**config.mk**
```make
export PLATFORM = sky130hd
export DESIGN_NAME = rx_pcs_lanes
export DESIGN_NICKNAME = d
export VERILOG_FILES = /design/src/source/rx_pcs_pkg.sv /design/src/source/rx_pcs_lanes.sv /design/src/source/rx_cfg_regs.sv /design/src/source/xgmii_rx_output.sv /design/src/source/frame_sequence_check.sv /design/src/source/block_decoder.sv
export SDC_FILE = /design/constraint.sdc
export NUM_CORES = 1
export LEC_CHECK = 0
export ABC_AREA = 1
export BUFFER_PORTS_ARGS = -buffer_cell sky130_fd_sc_hd__buf_2
export CORE_AREA = 2 2 223 225
export CTS_BUF_LIST = sky130_fd_sc_hd__clkbuf_4
export DETAILED_ROUTE_END_ITERATION = 7
export DIE_AREA = 0 0 225 227
export GPL_TIMING_DRIVEN = 1
export PLACE_DENSITY_LB_ADDON = 0.15
export SLEW_MARGIN = 20
export SYNTH_ARGS = -nofsm -noshare
export SYNTH_HDL_FRONTEND = slang
export SYNTH_SLANG_ARGS = --single-unit
```
**constraint.sdc**
```tcl
create_clock -name rx_clk_161_13 -period 4.12 [get_ports rx_clk_161_13]
set_input_delay 1.03 -clock rx_clk_161_13 [delete_from_list [all_inputs] [get_ports rx_clk_161_13]]
set_output_delay 1.03 -clock rx_clk_161_13 [all_outputs]
set_load 0.005 [all_outputs]
```
**src/source/rx_pcs_pkg.sv**
```systemverilog
package rx_pcs_pkg;

    //////////////////////////////////////////////////
    // Lanes and widths
    //////////////////////////////////////////////////

    localparam int NUM_LANES = 4;
    localparam int HDR_W     = 2;
    localparam int DATA_W    = 64;
    localparam int CTRL_W    = 8;

    // Sync headers
    localparam logic [HDR_W-1:0] SYNC_DATA = 2'b01;
    localparam logic [HDR_W-1:0] SYNC_CTRL = 2'b10;

    // Block type field of control blocks
    localparam logic [7:0] BT_IDLE  = 8'h1E;
    localparam logic [7:0] BT_START = 8'h78;
    localparam logic [7:0] BT_TERM7 = 8'hFF;
    localparam logic [7:0] BT_TERM0 = 8'h87;

    // XGMII control characters
    localparam logic [7:0] XG_IDLE  = 8'h07;
    localparam logic [7:0] XG_START = 8'hFB;
    localparam logic [7:0] XG_TERM  = 8'hFD;
    localparam logic [7:0] XG_ERROR = 8'hFE;

    // Block classification
    localparam int KIND_W = 3;
    localparam logic [KIND_W-1:0] KIND_DATA  = 3'd0;
    localparam logic [KIND_W-1:0] KIND_IDLE  = 3'd1;
    localparam logic [KIND_W-1:0] KIND_START = 3'd2;
    localparam logic [KIND_W-1:0] KIND_TERM  = 3'd3;
    localparam logic [KIND_W-1:0] KIND_BAD   = 3'd4;

    //////////////////////////////////////////////////
    // Errored-block counter and register map
    //////////////////////////////////////////////////

    localparam int ERRCNT_W = 8;
    localparam logic [ERRCNT_W-1:0] ERRCNT_MAX = 8'd255;

    localparam int REG_ADDR_W = 1;
    localparam int REG_DATA_W = 8;
    localparam logic [REG_ADDR_W-1:0] REG_ERRCNT = 1'b0;
    localparam logic [REG_ADDR_W-1:0] REG_CTRL   = 1'b1;

    // Byte 0 sits in the low bits and goes first on the wire
    typedef union packed {
        logic [CTRL_W-1:0][7:0] data;
        struct packed {
            logic [55:0] body;
            logic [7:0]  block_type;
        } ctl;
    } block_payload_u;

endpackage
```
**src/source/rx_pcs_lanes.sv**
```systemverilog
module rx_pcs_lanes (
    input  logic rx_clk_161_13,
    input  logic async_reset_n,

    // Blocks from the gearbox, lane 0 oldest
    input  logic                                                      block_valid_i,
    input  logic [rx_pcs_pkg::NUM_LANES-1:0][rx_pcs_pkg::HDR_W-1:0]  rx_header_i,
    input  logic [rx_pcs_pkg::NUM_LANES-1:0][rx_pcs_pkg::DATA_W-1:0] rx_data_i,

    // Host register port
    input  logic                              reg_req_i,
    input  logic                              reg_we_i,
    input  logic [rx_pcs_pkg::REG_ADDR_W-1:0] reg_addr_i,
    input  logic [rx_pcs_pkg::REG_DATA_W-1:0] reg_wdata_i,

    // XGMII towards the MAC
    output logic                                                      xgmii_valid_o,
    output logic [rx_pcs_pkg::NUM_LANES-1:0][rx_pcs_pkg::DATA_W-1:0] xgmii_rxd_o,
    output logic [rx_pcs_pkg::NUM_LANES-1:0][rx_pcs_pkg::CTRL_W-1:0] xgmii_rxc_o,

    output logic                              reg_ack_o,
    output logic [rx_pcs_pkg::REG_DATA_W-1:0] reg_rdata_o
);

    logic [rx_pcs_pkg::NUM_LANES-1:0][rx_pcs_pkg::DATA_W-1:0] dec_rxd;
    logic [rx_pcs_pkg::NUM_LANES-1:0][rx_pcs_pkg::CTRL_W-1:0] dec_rxc;
    logic [rx_pcs_pkg::NUM_LANES-1:0][rx_pcs_pkg::KIND_W-1:0] dec_kind;
    logic [rx_pcs_pkg::NUM_LANES-1:0]                          seq_err;
    logic                                                      bypass;
    logic [$clog2(rx_pcs_pkg::NUM_LANES+1)-1:0]                err_inc;

    //////////////////////////////////////////////////
    // Per-lane decoders
    //////////////////////////////////////////////////

    for (genvar g = 0; g < rx_pcs_pkg::NUM_LANES; g++) begin : g_lane
        block_decoder u_dec (
            .header_i  (rx_header_i[g]),
            .payload_i (rx_data_i[g]),
            .rxd_o     (dec_rxd[g]),
            .rxc_o     (dec_rxc[g]),
            .kind_o    (dec_kind[g])
        );
    end

    frame_sequence_check u_seq_check (
        .rx_clk_161_13 (rx_clk_161_13),
        .async_reset_n (async_reset_n),
        .block_valid_i (block_valid_i),
        .kind_i        (dec_kind),
        .seq_err_o     (seq_err)
    );

    xgmii_rx_output u_rx_output (
        .rx_clk_161_13 (rx_clk_161_13),
        .async_reset_n (async_reset_n),
        .block_valid_i (block_valid_i),
        .bypass_i      (bypass),
        .dec_rxd_i     (dec_rxd),
        .dec_rxc_i     (dec_rxc),
        .raw_data_i    (rx_data_i),
        .seq_err_i     (seq_err),
        .xgmii_valid_o (xgmii_valid_o),
        .xgmii_rxd_o   (xgmii_rxd_o),
        .xgmii_rxc_o   (xgmii_rxc_o),
        .err_inc_o     (err_inc)
    );

    rx_cfg_regs u_cfg_regs (
        .rx_clk_161_13 (rx_clk_161_13),
        .async_reset_n (async_reset_n),
        .err_inc_i     (err_inc),
        .reg_req_i     (reg_req_i),
        .reg_we_i      (reg_we_i),
        .reg_addr_i    (reg_addr_i),
        .reg_wdata_i   (reg_wdata_i),
        .bypass_o      (bypass),
        .reg_ack_o     (reg_ack_o),
        .reg_rdata_o   (reg_rdata_o)
    );

endmodule

```
**src/source/rx_cfg_regs.sv**
```systemverilog
module rx_cfg_regs (
    input  logic                                       rx_clk_161_13,
    input  logic                                       async_reset_n,
    input  logic [$clog2(rx_pcs_pkg::NUM_LANES+1)-1:0] err_inc_i,
    input  logic                                       reg_req_i,
    input  logic                                       reg_we_i,
    input  logic [rx_pcs_pkg::REG_ADDR_W-1:0]          reg_addr_i,
    input  logic [rx_pcs_pkg::REG_DATA_W-1:0]          reg_wdata_i,
    output logic                                       bypass_o,
    output logic                                       reg_ack_o,
    output logic [rx_pcs_pkg::REG_DATA_W-1:0]          reg_rdata_o
);

    logic                            ack_q;
    logic                            bypass_q;
    logic [rx_pcs_pkg::ERRCNT_W-1:0] errcnt_q;
    logic [rx_pcs_pkg::ERRCNT_W:0]   cnt_sum;
    logic                            access;
    logic                            err_clear;

    // One access per request, on the cycle before ack rises
    assign access    = reg_req_i && !ack_q;
    assign err_clear = access && reg_we_i && (reg_addr_i == rx_pcs_pkg::REG_ERRCNT);

    //////////////////////////////////////////////////
    // Four-phase handshake and control bit
    //////////////////////////////////////////////////

    always_ff @(posedge rx_clk_161_13) begin
        if (!async_reset_n) begin
            ack_q    <= 1'b0;
            bypass_q <= 1'b0;
        end else begin
            if (access) begin
                ack_q <= 1'b1;
            end else if (!reg_req_i) begin
                ack_q <= 1'b0;
            end
            if (access && reg_we_i && (reg_addr_i == rx_pcs_pkg::REG_CTRL)) begin
                bypass_q <= reg_wdata_i[0];
            end
        end
    end

    // Saturating errored-block count
    assign cnt_sum = {1'b0, errcnt_q} + (rx_pcs_pkg::ERRCNT_W+1)'(err_inc_i);

    always_ff @(posedge rx_clk_161_13) begin
        if (!async_reset_n) begin
            errcnt_q <= '0;
        end else if (err_clear) begin
            errcnt_q <= '0;
        end else if (cnt_sum > rx_pcs_pkg::ERRCNT_MAX) begin
            errcnt_q <= rx_pcs_pkg::ERRCNT_MAX;
        end else begin
            errcnt_q <= cnt_sum[rx_pcs_pkg::ERRCNT_W-1:0];
        end
    end

    always_comb begin
        if (!ack_q) begin
            reg_rdata_o = '0;
        end else if (reg_addr_i == rx_pcs_pkg::REG_ERRCNT) begin
            reg_rdata_o = rx_pcs_pkg::REG_DATA_W'(errcnt_q);
        end else begin
            reg_rdata_o = rx_pcs_pkg::REG_DATA_W'(bypass_q);
        end
    end

    assign reg_ack_o = ack_q;
    assign bypass_o  = bypass_q;

    a_ack_needs_req : assert property (
        @(posedge rx_clk_161_13) disable iff (!async_reset_n)
        $rose(reg_ack_o) |-> $past(reg_req_i)
    ) else $error("rx_cfg_regs: ack raised without a request");

endmodule

```
**src/source/xgmii_rx_output.sv**
```systemverilog
module xgmii_rx_output (
    input  logic rx_clk_161_13,
    input  logic async_reset_n,
    input  logic block_valid_i,
    input  logic bypass_i,
    input  logic [rx_pcs_pkg::NUM_LANES-1:0][rx_pcs_pkg::DATA_W-1:0] dec_rxd_i,
    input  logic [rx_pcs_pkg::NUM_LANES-1:0][rx_pcs_pkg::CTRL_W-1:0] dec_rxc_i,
    input  logic [rx_pcs_pkg::NUM_LANES-1:0][rx_pcs_pkg::DATA_W-1:0] raw_data_i,
    input  logic [rx_pcs_pkg::NUM_LANES-1:0]                          seq_err_i,
    output logic                                                      xgmii_valid_o,
    output logic [rx_pcs_pkg::NUM_LANES-1:0][rx_pcs_pkg::DATA_W-1:0] xgmii_rxd_o,
    output logic [rx_pcs_pkg::NUM_LANES-1:0][rx_pcs_pkg::CTRL_W-1:0] xgmii_rxc_o,
    output logic [$clog2(rx_pcs_pkg::NUM_LANES+1)-1:0]                err_inc_o
);

    logic [rx_pcs_pkg::NUM_LANES-1:0][rx_pcs_pkg::DATA_W-1:0] lane_rxd;
    logic [rx_pcs_pkg::NUM_LANES-1:0][rx_pcs_pkg::CTRL_W-1:0] lane_rxc;
    logic [$clog2(rx_pcs_pkg::NUM_LANES+1)-1:0]                err_cnt;

    //////////////////////////////////////////////////
    // Error substitution and bypass
    //////////////////////////////////////////////////

    always_comb begin
        err_cnt = '0;
        for (int i = 0; i < rx_pcs_pkg::NUM_LANES; i++) begin
            if (bypass_i) begin
                lane_rxd[i] = raw_data_i[i];
                lane_rxc[i] = '0;
            end else if (seq_err_i[i]) begin
                lane_rxd[i] = {rx_pcs_pkg::CTRL_W{rx_pcs_pkg::XG_ERROR}};
                lane_rxc[i] = '1;
                err_cnt     = err_cnt + 1'b1;
            end else begin
                lane_rxd[i] = dec_rxd_i[i];
                lane_rxc[i] = dec_rxc_i[i];
            end
        end
    end

    // Output lanes only load on valid sets
    always_ff @(posedge rx_clk_161_13) begin
        if (block_valid_i) begin
            xgmii_rxd_o <= lane_rxd;
            xgmii_rxc_o <= lane_rxc;
        end
    end

    always_ff @(posedge rx_clk_161_13) begin
        if (!async_reset_n) begin
            xgmii_valid_o <= 1'b0;
            err_inc_o     <= '0;
        end else begin
            xgmii_valid_o <= block_valid_i;
            // Zero on gaps so the counter adds each set once
            err_inc_o     <= block_valid_i ? err_cnt : '0;
        end
    end

endmodule

```
**src/source/frame_sequence_check.sv**
```systemverilog
module frame_sequence_check (
    input  logic rx_clk_161_13,
    input  logic async_reset_n,
    input  logic block_valid_i,
    input  logic [rx_pcs_pkg::NUM_LANES-1:0][rx_pcs_pkg::KIND_W-1:0] kind_i,
    output logic [rx_pcs_pkg::NUM_LANES-1:0] seq_err_o
);

    logic [rx_pcs_pkg::KIND_W-1:0]                             prev_kind_q;
    logic [rx_pcs_pkg::NUM_LANES:0]                            in_frame;
    logic [rx_pcs_pkg::NUM_LANES-1:0]                          lane_err;
    logic [rx_pcs_pkg::NUM_LANES-1:0][rx_pcs_pkg::KIND_W-1:0] eff_kind;

    //////////////////////////////////////////////////
    // Walk lanes oldest to newest
    //////////////////////////////////////////////////

    always_comb begin
        in_frame[0] = (prev_kind_q == rx_pcs_pkg::KIND_START) ||
                      (prev_kind_q == rx_pcs_pkg::KIND_DATA);

        for (int i = 0; i < rx_pcs_pkg::NUM_LANES; i++) begin
            if (kind_i[i] == rx_pcs_pkg::KIND_BAD) begin
                lane_err[i] = 1'b1;
            end else if (in_frame[i]) begin
                lane_err[i] = (kind_i[i] == rx_pcs_pkg::KIND_START) ||
                              (kind_i[i] == rx_pcs_pkg::KIND_IDLE);
            end else begin
                lane_err[i] = (kind_i[i] == rx_pcs_pkg::KIND_DATA) ||
                              (kind_i[i] == rx_pcs_pkg::KIND_TERM);
            end

            // Flagged block drops the lane out of the frame
            eff_kind[i]   = lane_err[i] ? rx_pcs_pkg::KIND_IDLE : kind_i[i];
            in_frame[i+1] = (eff_kind[i] == rx_pcs_pkg::KIND_START) ||
                            (eff_kind[i] == rx_pcs_pkg::KIND_DATA);
        end
    end

    assign seq_err_o = block_valid_i ? lane_err : '0;

    // State carried from lane 3 into the next valid set
    always_ff @(posedge rx_clk_161_13) begin
        if (!async_reset_n) begin
            prev_kind_q <= rx_pcs_pkg::KIND_IDLE;
        end else if (block_valid_i) begin
            prev_kind_q <= eff_kind[rx_pcs_pkg::NUM_LANES-1];
        end
    end

    a_no_err_when_idle : assert property (
        @(posedge rx_clk_161_13) disable iff (!async_reset_n)
        !block_valid_i |-> (seq_err_o == '0)
    ) else $error("frame_sequence_check: error flagged without valid blocks");

endmodule

```
**src/source/block_decoder.sv**
```systemverilog
module block_decoder (
    input  logic [rx_pcs_pkg::HDR_W-1:0]  header_i,
    input  logic [rx_pcs_pkg::DATA_W-1:0] payload_i,
    output logic [rx_pcs_pkg::DATA_W-1:0] rxd_o,
    output logic [rx_pcs_pkg::CTRL_W-1:0] rxc_o,
    output logic [rx_pcs_pkg::KIND_W-1:0] kind_o
);

    rx_pcs_pkg::block_payload_u blk;

    assign blk = payload_i;

    //////////////////////////////////////////////////
    // Block decode
    //////////////////////////////////////////////////

    always_comb begin
        // Anything not matched below stays an error block
        rxd_o  = {rx_pcs_pkg::CTRL_W{rx_pcs_pkg::XG_ERROR}};
        rxc_o  = '1;
        kind_o = rx_pcs_pkg::KIND_BAD;

        if (header_i == rx_pcs_pkg::SYNC_DATA) begin
            rxd_o  = blk.data;
            rxc_o  = '0;
            kind_o = rx_pcs_pkg::KIND_DATA;
        end else if (header_i == rx_pcs_pkg::SYNC_CTRL) begin
            case (blk.ctl.block_type)
                rx_pcs_pkg::BT_IDLE: begin
                    rxd_o  = {rx_pcs_pkg::CTRL_W{rx_pcs_pkg::XG_IDLE}};
                    rxc_o  = '1;
                    kind_o = rx_pcs_pkg::KIND_IDLE;
                end
                rx_pcs_pkg::BT_START: begin
                    // Start in lane 0, D1..D7 follow
                    rxd_o  = {blk.ctl.body, rx_pcs_pkg::XG_START};
                    rxc_o  = 8'h01;
                    kind_o = rx_pcs_pkg::KIND_START;
                end
                rx_pcs_pkg::BT_TERM7: begin
                    // Seven data bytes then terminate
                    rxd_o  = {rx_pcs_pkg::XG_TERM, blk.ctl.body};
                    rxc_o  = 8'h80;
                    kind_o = rx_pcs_pkg::KIND_TERM;
                end
                rx_pcs_pkg::BT_TERM0: begin
                    rxd_o  = {{(rx_pcs_pkg::CTRL_W-1){rx_pcs_pkg::XG_IDLE}},
                              rx_pcs_pkg::XG_TERM};
                    rxc_o  = '1;
                    kind_o = rx_pcs_pkg::KIND_TERM;
                end
                default: begin
                    rxd_o  = {rx_pcs_pkg::CTRL_W{rx_pcs_pkg::XG_ERROR}};
                    rxc_o  = '1;
                    kind_o = rx_pcs_pkg::KIND_BAD;
                end
            endcase
        end
    end

    // Data kind only ever comes from a data sync header
    always_comb begin
        assert (kind_o != rx_pcs_pkg::KIND_DATA || header_i == rx_pcs_pkg::SYNC_DATA)
            else $error("block_decoder: data kind without data header");
    end

endmodule

```
==> key figures, run 1 <==
Outcome
  – Outcome: completed

Clocking
  – CTS tree: yes
  – Post_cts resized: 0
  – Clk_lat worst skew: around 0.81 ns
  – Number of setup buffers added after CTS: 0
  – Clock sinks: 284
  – Clk buf depth: 3
  – Root buffer cell: clkbuf_4
  – TritonCTS Buffers: just over 80
  – H-tree depth: 3
  – CTS Hold Buffers Added: 0
  – Clock slew at reported path FFs: around 0.06 ns

Setup path
  – Crit Path Class: primary input to flip-flop
  – CP most frequent cell: nand2_1
  – CP top delay family: simple AND/OR/NAND/NOR gates
  – Arr. time, crit path: 3.98 ns
  – CP endpoint kind: flip-flop
  – Startpoint types: primary input
  – Worst-path cell chain: buf_2, inv_1, nand2_1, nor2_1, nand2_2, nand2_4, nand2_1, nand2_1, inv_1, a21oi_2, nand4_1, nand2_1, nand2_1, inv_1, ha_1, inv_1, nor2_1, ha_1, nor2_1, a211oi_2, ha_1, o21ai_0, nor2_1
  – Worst R2R Start: u_seq_check.prev_kind_q[2]$_SDFFE_PN0P_
  – CP max stage cell: ha_1
  – Largest stage delay, worst path: 0.29 ns
  – WP data required: 4.79 ns
  – Worst Path Max Fanout: 8
  – CP Buf/Inv Count: 5
  – Worst Setup SP: rx_data_i[6]

Place
  – PortBufs: 568
  – GP Congestion: 0.853
  – Placement Setup Slack: roughly 0.063 ns
  – Detail Placement HPWL: ~42000 um
  – DP Area: roughly 0.019 mm^2

Timing
  – WHS: 0.451 ns
  – Slew margin rel.: 0.331
  – Final count of negative-setup-slack endpoints: 0
  – Min cycle time layout: between 3 and 4 ns
  – Peak Freq: just over 300 MHz
  – Final setup margin: 0.808 ns
  – Fin crit share: 0.804
  – Worst slew pin tran: about 1 ns
  – RSZ-0062 raised after global routing: false
  – Clock Skew: 0.0418 ns
  – Setup_tns: 0 ns
  – Hold Vio Cnt, Final: 0
  – Max Slew Vio Count: 0

Cells and area
  – Area delta synth->final: 28.3%
  – Fin area: 0.0200 mm^2
  – Final core occ: 0.412
  – Proportion of layout cells with a drive suffix above 1: 0.359
  – Nets@finish: 2530

Synthesis
  – Post-synth EDFFs: between 200 and 300
  – Synth top cells by count: nand2_1, edfxtp_1, nor2_1
  – Cell taking the most area after synthesis: edfxtp_1
  – Total nets after synthesis: approximately 2000
  – #FFs+latches synth: 284
  – Post-synthesis sequential area ratio: 0.536
  – Synth top area cells: edfxtp_1, nand2_1, nor2_1
  – Most common cell in the netlist: nand2_1
  – Cell count after synthesis: 1675
  – Synth Warn #: 0
  – Syn_area_per_cell: 9.32 um^2
  – Yosys cell types: 57
  – Main synth FF type: edfxtp_1
  – Synthesized area: 0.0156 mm^2
  – Synth async-reset ratio: 0
  – Top-area cell type share of the netlist area: 0.516

Detailed routing
  – DRC: 0
  – First-pass DRT Iterations: 7
  – First DRT Iteration DRCs: about 1300
  – Vias: 15700
  – Antenna viol nets, final: 0
  – Routed length per instance: roughly 20 um
  – Final WL: 58900 um
  – Vias/cell: 5.35

Pwr
  – Lkg Pwr: 7.88 nW
  – Worst VDD drop: 0.171 mV
  – P per Cell Area: 355 mW/mm^2

GRT
  – First-pass GRT wire length: 86700 um
  – Initial antenna violation count: 15
  – Gr usage total: 0.219
  – Largest net degree at the start of global routing: about 150
  – Vias in the first global route: 14700
  – GRT overflow: 0

Hold path
  – Hold_sp: u_seq_check.prev_kind_q[2]$_SDFFE_PN0P_
  – Worst hold path class: flip-flop to flip-flop

Floorplanning
  – Starting Density: 0.322
  – Die Ht: 227 um
  – Area of the core: 0.0485 mm^2
  – Io pins: approximately 580
  – Site row count: 81
  – Die ar.: 0.0511 mm^2
  – Die W: 225 um

Job
  – Max_cap viols: 0
==> per-stage QoR <==
stage | std cells | power [mW]
2_1_floorplan | 1675 | 3.94
3_3_place_gp | 2782 | 4.48
3_5_place_dp | 2782 | 4.50
4_1_cts | 2915 | 7.23
5_1_grt | 2922 | 7.48
6_report | 2925 | 7.11
==> layout make-up <==
cell class,count,area [um^2]
fillers,4936,28500
multi-input cells,1117,6040
well taps,622,778
flip-flops and latches,284,8370
repair buffers,620,3280
diodes,10,25.0
clock inverters,16,118
inverters,139,529
clock buffers,117,878
==> layer usage <==
metal  GRT usage  share of wire  up-vias
met3      0.0570          0.083      126
met1       0.268           0.40     7502
met4      0.0880          0.030       14
met2       0.371           0.49      758
met5           0         0.0016        -
li1            -              -     7260
==> cells by family (layout without fill, tap and decap cells) <==
family / after synthesis / count (layout) / synth area share
fa+ha+maj: 7 / 7 / 0.00609
flops: 284 / 284 / 0.536
other cells: 0 / 10 / 0
xor+xnor: 4 / 4 / 0.00225
compound gates: 429 / 429 / 0.177
simple gates: 677 / 677 / 0.201
buf+inv: 274 / 892 / 0.0770
==> placed cells by master (no fill, tap or decap), types with 15 or more instances in the layout <==
master / Yosys / layout
buf_2: 10 / 567
a31oi_1: 55 / 55
o22ai_1: 36 / 36
edfxtp_1: 268 / 268
inv_1: 126 / 125
a221oi_1: 44 / 44
clkinv_1: 5 / 16
o21ai_0: 96 / 96
nand2_1: 279 / 279
nand3_2: 35 / 35
dfxtp_1: 16 / 15
a22oi_1: 21 / 21
nor2_1: 193 / 191
nand3_1: 93 / 93
a21oi_1: 101 / 101
buf_4: 24 / 49
nand4_1: 36 / 36
clkbuf_4: 0 / 117
a32oi_1: 41 / 41
==> sequential cells by signal, indices dropped and copies added (netlist names) <==
| name | count |
|---|---|
| u_rx_output.err_inc_o | 3 |
| u_rx_output.xgmii_rxd_o | 256 |
| u_cfg_regs.reg_ack_o | 1 |
| u_rx_output.xgmii_valid_o | 1 |
| u_seq_check.prev_kind_q | 2 |
| u_rx_output.xgmii_rxc_o | 12 |
| u_cfg_regs.bypass_o | 1 |
| u_cfg_regs.errcnt_q | 8 |
==> worst register-to-register path: stages, from the launching register on <==
cell	delay, ns
dfxtp_1	0.31
nor2_1	0.30
inv_1	0.13
nand2_1	0.09
nand4_1	0.11
a21oi_2	0.21
nand2_1	0.07
nand2_1	0.08
inv_1	0.06
ha_1	0.32
inv_1	0.06
nor2_1	0.04
ha_1	0.29
nor2_1	0.05
a211oi_2	0.22
ha_1	0.27
o21ai_0	0.16
nor2_1	0.07
==> final timing paths <==
| kind | end | slack [ns] | cells past startpoint |
|---|---|---|---|
| worst min-delay path | u_seq_check.prev_kind_q[2]$_SDFFE_PN0P_ | 0.45 | 2 |
| worst max-delay path | u_rx_output.err_inc_o[1]$_SDFF_PN0_ | 0.81 | 23 |
| worst max register to register | u_rx_output.err_inc_o[1]$_SDFF_PN0_ | 1.19 | 17 |
| worst min register to register | u_seq_check.prev_kind_q[2]$_SDFFE_PN0P_ | 0.45 | 2 |
==> report_power, final <==
group	switching (mW)	internal (mW)	leakage (nW)
Sequential	0.0491	3.35	2.44
Clock	1.26	1.41	0.592
Combinational	0.660	0.380	4.85
No activity file was read; power rests on OpenSTA's default activity.
==> run 2, diff against run 1 <==
- clock period: 4.12 -> 2.8 ns (I/O delays scaled with it)
==> run 2 against run 1 <==
Count of clock-buffer cells in the layout grew 12. Cell count grew 5.4%. Sequential power grew 47%. Clock power grew 58%. Non-clock buffer count grew 137. Worst hold slack lost 0.26 ns. Die area is the same. Register-to-register slack lost 1.0 ns. Global-route usage grew 0.35 points. Setup slack lost 0.68 ns. First-iteration DRC count shrank 4.5%. Largest power group unchanged.
==> key figures, run 2 (synthesis results as in run 1) <==
Outcome
  – Outcome: completed

Clocking
  – CTS tree: yes
  – Clk_lat worst skew: 0.80 ns (about the same)
  – TritonCTS Buffers: 85 (+2.4%)
  – Clk buf depth: 3 (unchanged)
  – H-tree depth: 3 (unchanged)
  – Clock slew at reported path FFs: 0.06 ns (about the same)
  – Root buffer cell: clkbuf_4
  – Clock sinks: 284 (unchanged)

Setup path
  – Arr. time, crit path: 3.18 ns (-0.80 ns)
  – Largest stage delay, worst path: 0.25 ns (-0.04 ns)
  – Crit Path Class: primary input to flip-flop
  – Worst Path Max Fanout: 30 (+22)
  – Startpoint types: primary input
  – CP endpoint kind: flip-flop
  – WP data required: 3.31 ns (-1.48 ns)
  – CP max stage cell: nand2_8
  – Worst-path cell chain: clkbuf_4, inv_6, nand2_2, nor2_2, nand2_2, nand3_2, nand3_2, nand3_2, nand4_1, a21oi_2, buf_4, nand4_1, buf_4, nand4_1, nand3_2, nand2_4, nand2_4, nand2_8, nand3_2
  – CP most frequent cell: nand3_2

Timing
  – Peak Freq: 374 MHz
  – Hold Vio Cnt, Final: 0 (unchanged)
  – Min cycle time layout: approximately 2.7 ns
  – Fin crit share: 0.954
  – Clock Skew: 0.0402 ns (-0.00165 ns)
  – Setup_tns: 0 ns (unchanged)
  – Slew margin rel.: 0.311 (-0.0194)
  – Final count of negative-setup-slack endpoints: 0 (unchanged)
  – WHS: 0.187 ns (-0.264 ns)
  – Worst slew pin tran: 1.03 ns (+0.0278 ns)
  – Max Slew Vio Count: 0 (unchanged)

GRT
  – Vias in the first global route: 15500 (+5.5%)
  – Initial antenna violation count: 16 (+1)
  – Met2 Use GR: 0.358 (-0.0123)
  – Largest net degree at the start of global routing: 120 (-22%)
  – First-pass GRT wire length: 88600 um (+2.2%)
  – Met3 GRT Util: 0.0596 (+0.00258)
  – Busiest grt layer: met2
  – GRT overflow: 0 (unchanged)
  – Gr usage total: 0.223 (+0.00350)
  – M1 GR Usage: 0.283 (+0.0156)

Place
  – DP Area: 0.0202 mm^2 (+6.5%)
  – GP Congestion: 0.856 (+0.40%)
  – Detail Placement HPWL: 42800 um (+2.0%)
  – Placed cells: 2912 (+4.7%)
  – PortBufs: 568 (unchanged)

Cells and area
  – Most common cell after layout, fill and taps aside: buf_2
  – Biggest regs: u_rx_output.xgmii_rxd_o (256), u_rx_output.xgmii_rxc_o (12), u_cfg_regs.errcnt_q (8)
  – Area delta synth->final: 37.8%
  – Largest register by flop count: u_rx_output.xgmii_rxd_o
  – Non-Filler Instances: 3083 (+5.4%)
  – Most frequent cells in the layout: buf_2, edfxtp_1, nand2_1
  – Final core occ: 0.443 (+0.0307)
  – Max FFs per register: 256 (unchanged)
  – Proportion of layout cells with a drive suffix above 1: 0.414 (+0.0550)
  – Nets@finish: 2669 (+5.5%)
  – Fin area: 0.0215 mm^2 (+7.4%)

Job
  – Max_cap viols: 0 (unchanged)

Pwr
  – P per Cell Area: 508 mW/mm^2 (+43%)
  – Worst VDD drop: 0.210 mV (+23%)
  – Lkg Pwr: 8.66 nW (+9.9%)

Floorplanning
  – Site row count: 81 (unchanged)
  – Die W: 225 um (unchanged)
  – Die Ht: 227 um (unchanged)
  – Io pins: 576 (unchanged)
  – Starting Density: 0.322 (unchanged)
  – Area of the core: 0.0485 mm^2 (unchanged)
  – Die ar.: 0.0511 mm^2 (unchanged)

Detailed routing
  – DRC: 0 (unchanged)
  – Vias/cell: 5.17 (-3.5%)
  – Routed length per instance: 19.2 um (-4.4%)
  – First DRT Iteration DRCs: 1229 (-4.5%)
  – Antenna viol nets, final: 0 (unchanged)
  – Final WL: 59300 um (+0.73%)
  – First-pass DRT Iterations: 5 (-2)
  – Vias: 15900 (+1.7%)

Hold path
  – Worst hold path class: primary input to flip-flop
[run 2: layout make-up]
| class | instances | area [um^2] |
|---|---|---|
| Sequential cell | 284 | 8370 |
| Tap cell | 622 | 778 |
| Clock buffer | 129 | 968 |
| Timing Repair Buffer | 757 | 4480 |
| Multi-Input combinational cell | 1117 | 6200 |
| Antenna cell | 11 | 27.5 |
| Inverter | 139 | 542 |
| Clock inverter | 24 | 143 |
| Fill cell | 4842 | 27000 |
[run 2: report_power, final]
| group | internal, mW | switching (mW) | total (mW) |
|---|---|---|---|
| combinational | 0.699 | 1.01 | 1.71 |
| clock | 2.27 | 1.94 | 4.21 |
| sequential | 4.93 | 0.0718 | 5.01 |
| total | 7.91 | 3.03 | 10.9 |
[run 2: timing repair]
| action | in CTS | in global routing |
|---|---|---|
| gates resized for setup | 2 | 14 |
| pin swaps | 0 | 18 |
| setup buffers | 0 | 5 |
| hold buffers | 1 | 0 |
| endpoints found under the hold margin | 1 | 0 |
| endpoints found under the setup margin | 1 | 127 |
| cloned | 1 | 0 |
[run 2: stage by stage]
step           total power, mW  setup slack [ns]
3_3_place_gp              6.77            -0.708
3_5_place_dp              6.79            -0.790
5_1_grt                   11.5           -0.0126
2_1_floorplan             5.81            -0.289
6_report                  10.9             0.128
4_1_cts                   11.1            0.0273
[run 2: layer usage]
layer  vias to the layer above  part of all wire  routed length, um
met1                      7520              0.42              24700
met3                       122             0.084               4980
met4                        10             0.031               1820
met5                         -           0.00096                 57
met2                       712              0.47              27800
li1                       7567                 -                  -
[run 2: path summary, 6_finish.rpt]
kind / startpoint / to / slack [ns] / depth (start not counted)
worst max register to register: u_seq_check.prev_kind_q[0]$_SDFFE_PN1P_ / u_rx_output.xgmii_rxd_o[245]$_DFFE_PP_ / 0.18 / 15
worst min register to register: u_seq_check.prev_kind_q[2]$_SDFFE_PN0P_ / u_seq_check.prev_kind_q[2]$_SDFFE_PN0P_ / 0.43 / 2
worst max-delay path: rx_data_i[5] / u_rx_output.xgmii_rxd_o[245]$_DFFE_PP_ / 0.13 / 19
worst min-delay path: block_valid_i / u_rx_output.xgmii_rxd_o[88]$_DFFE_PP_ / 0.19 / 1
[run 2: critical path: cells and delay by family]
kind | cells | cell delay [ns]
and+or+nand+nor | 14 | 1.72
AOI/OAI and AO/OA | 1 | 0.17
buffers and inverters | 4 | 0.56
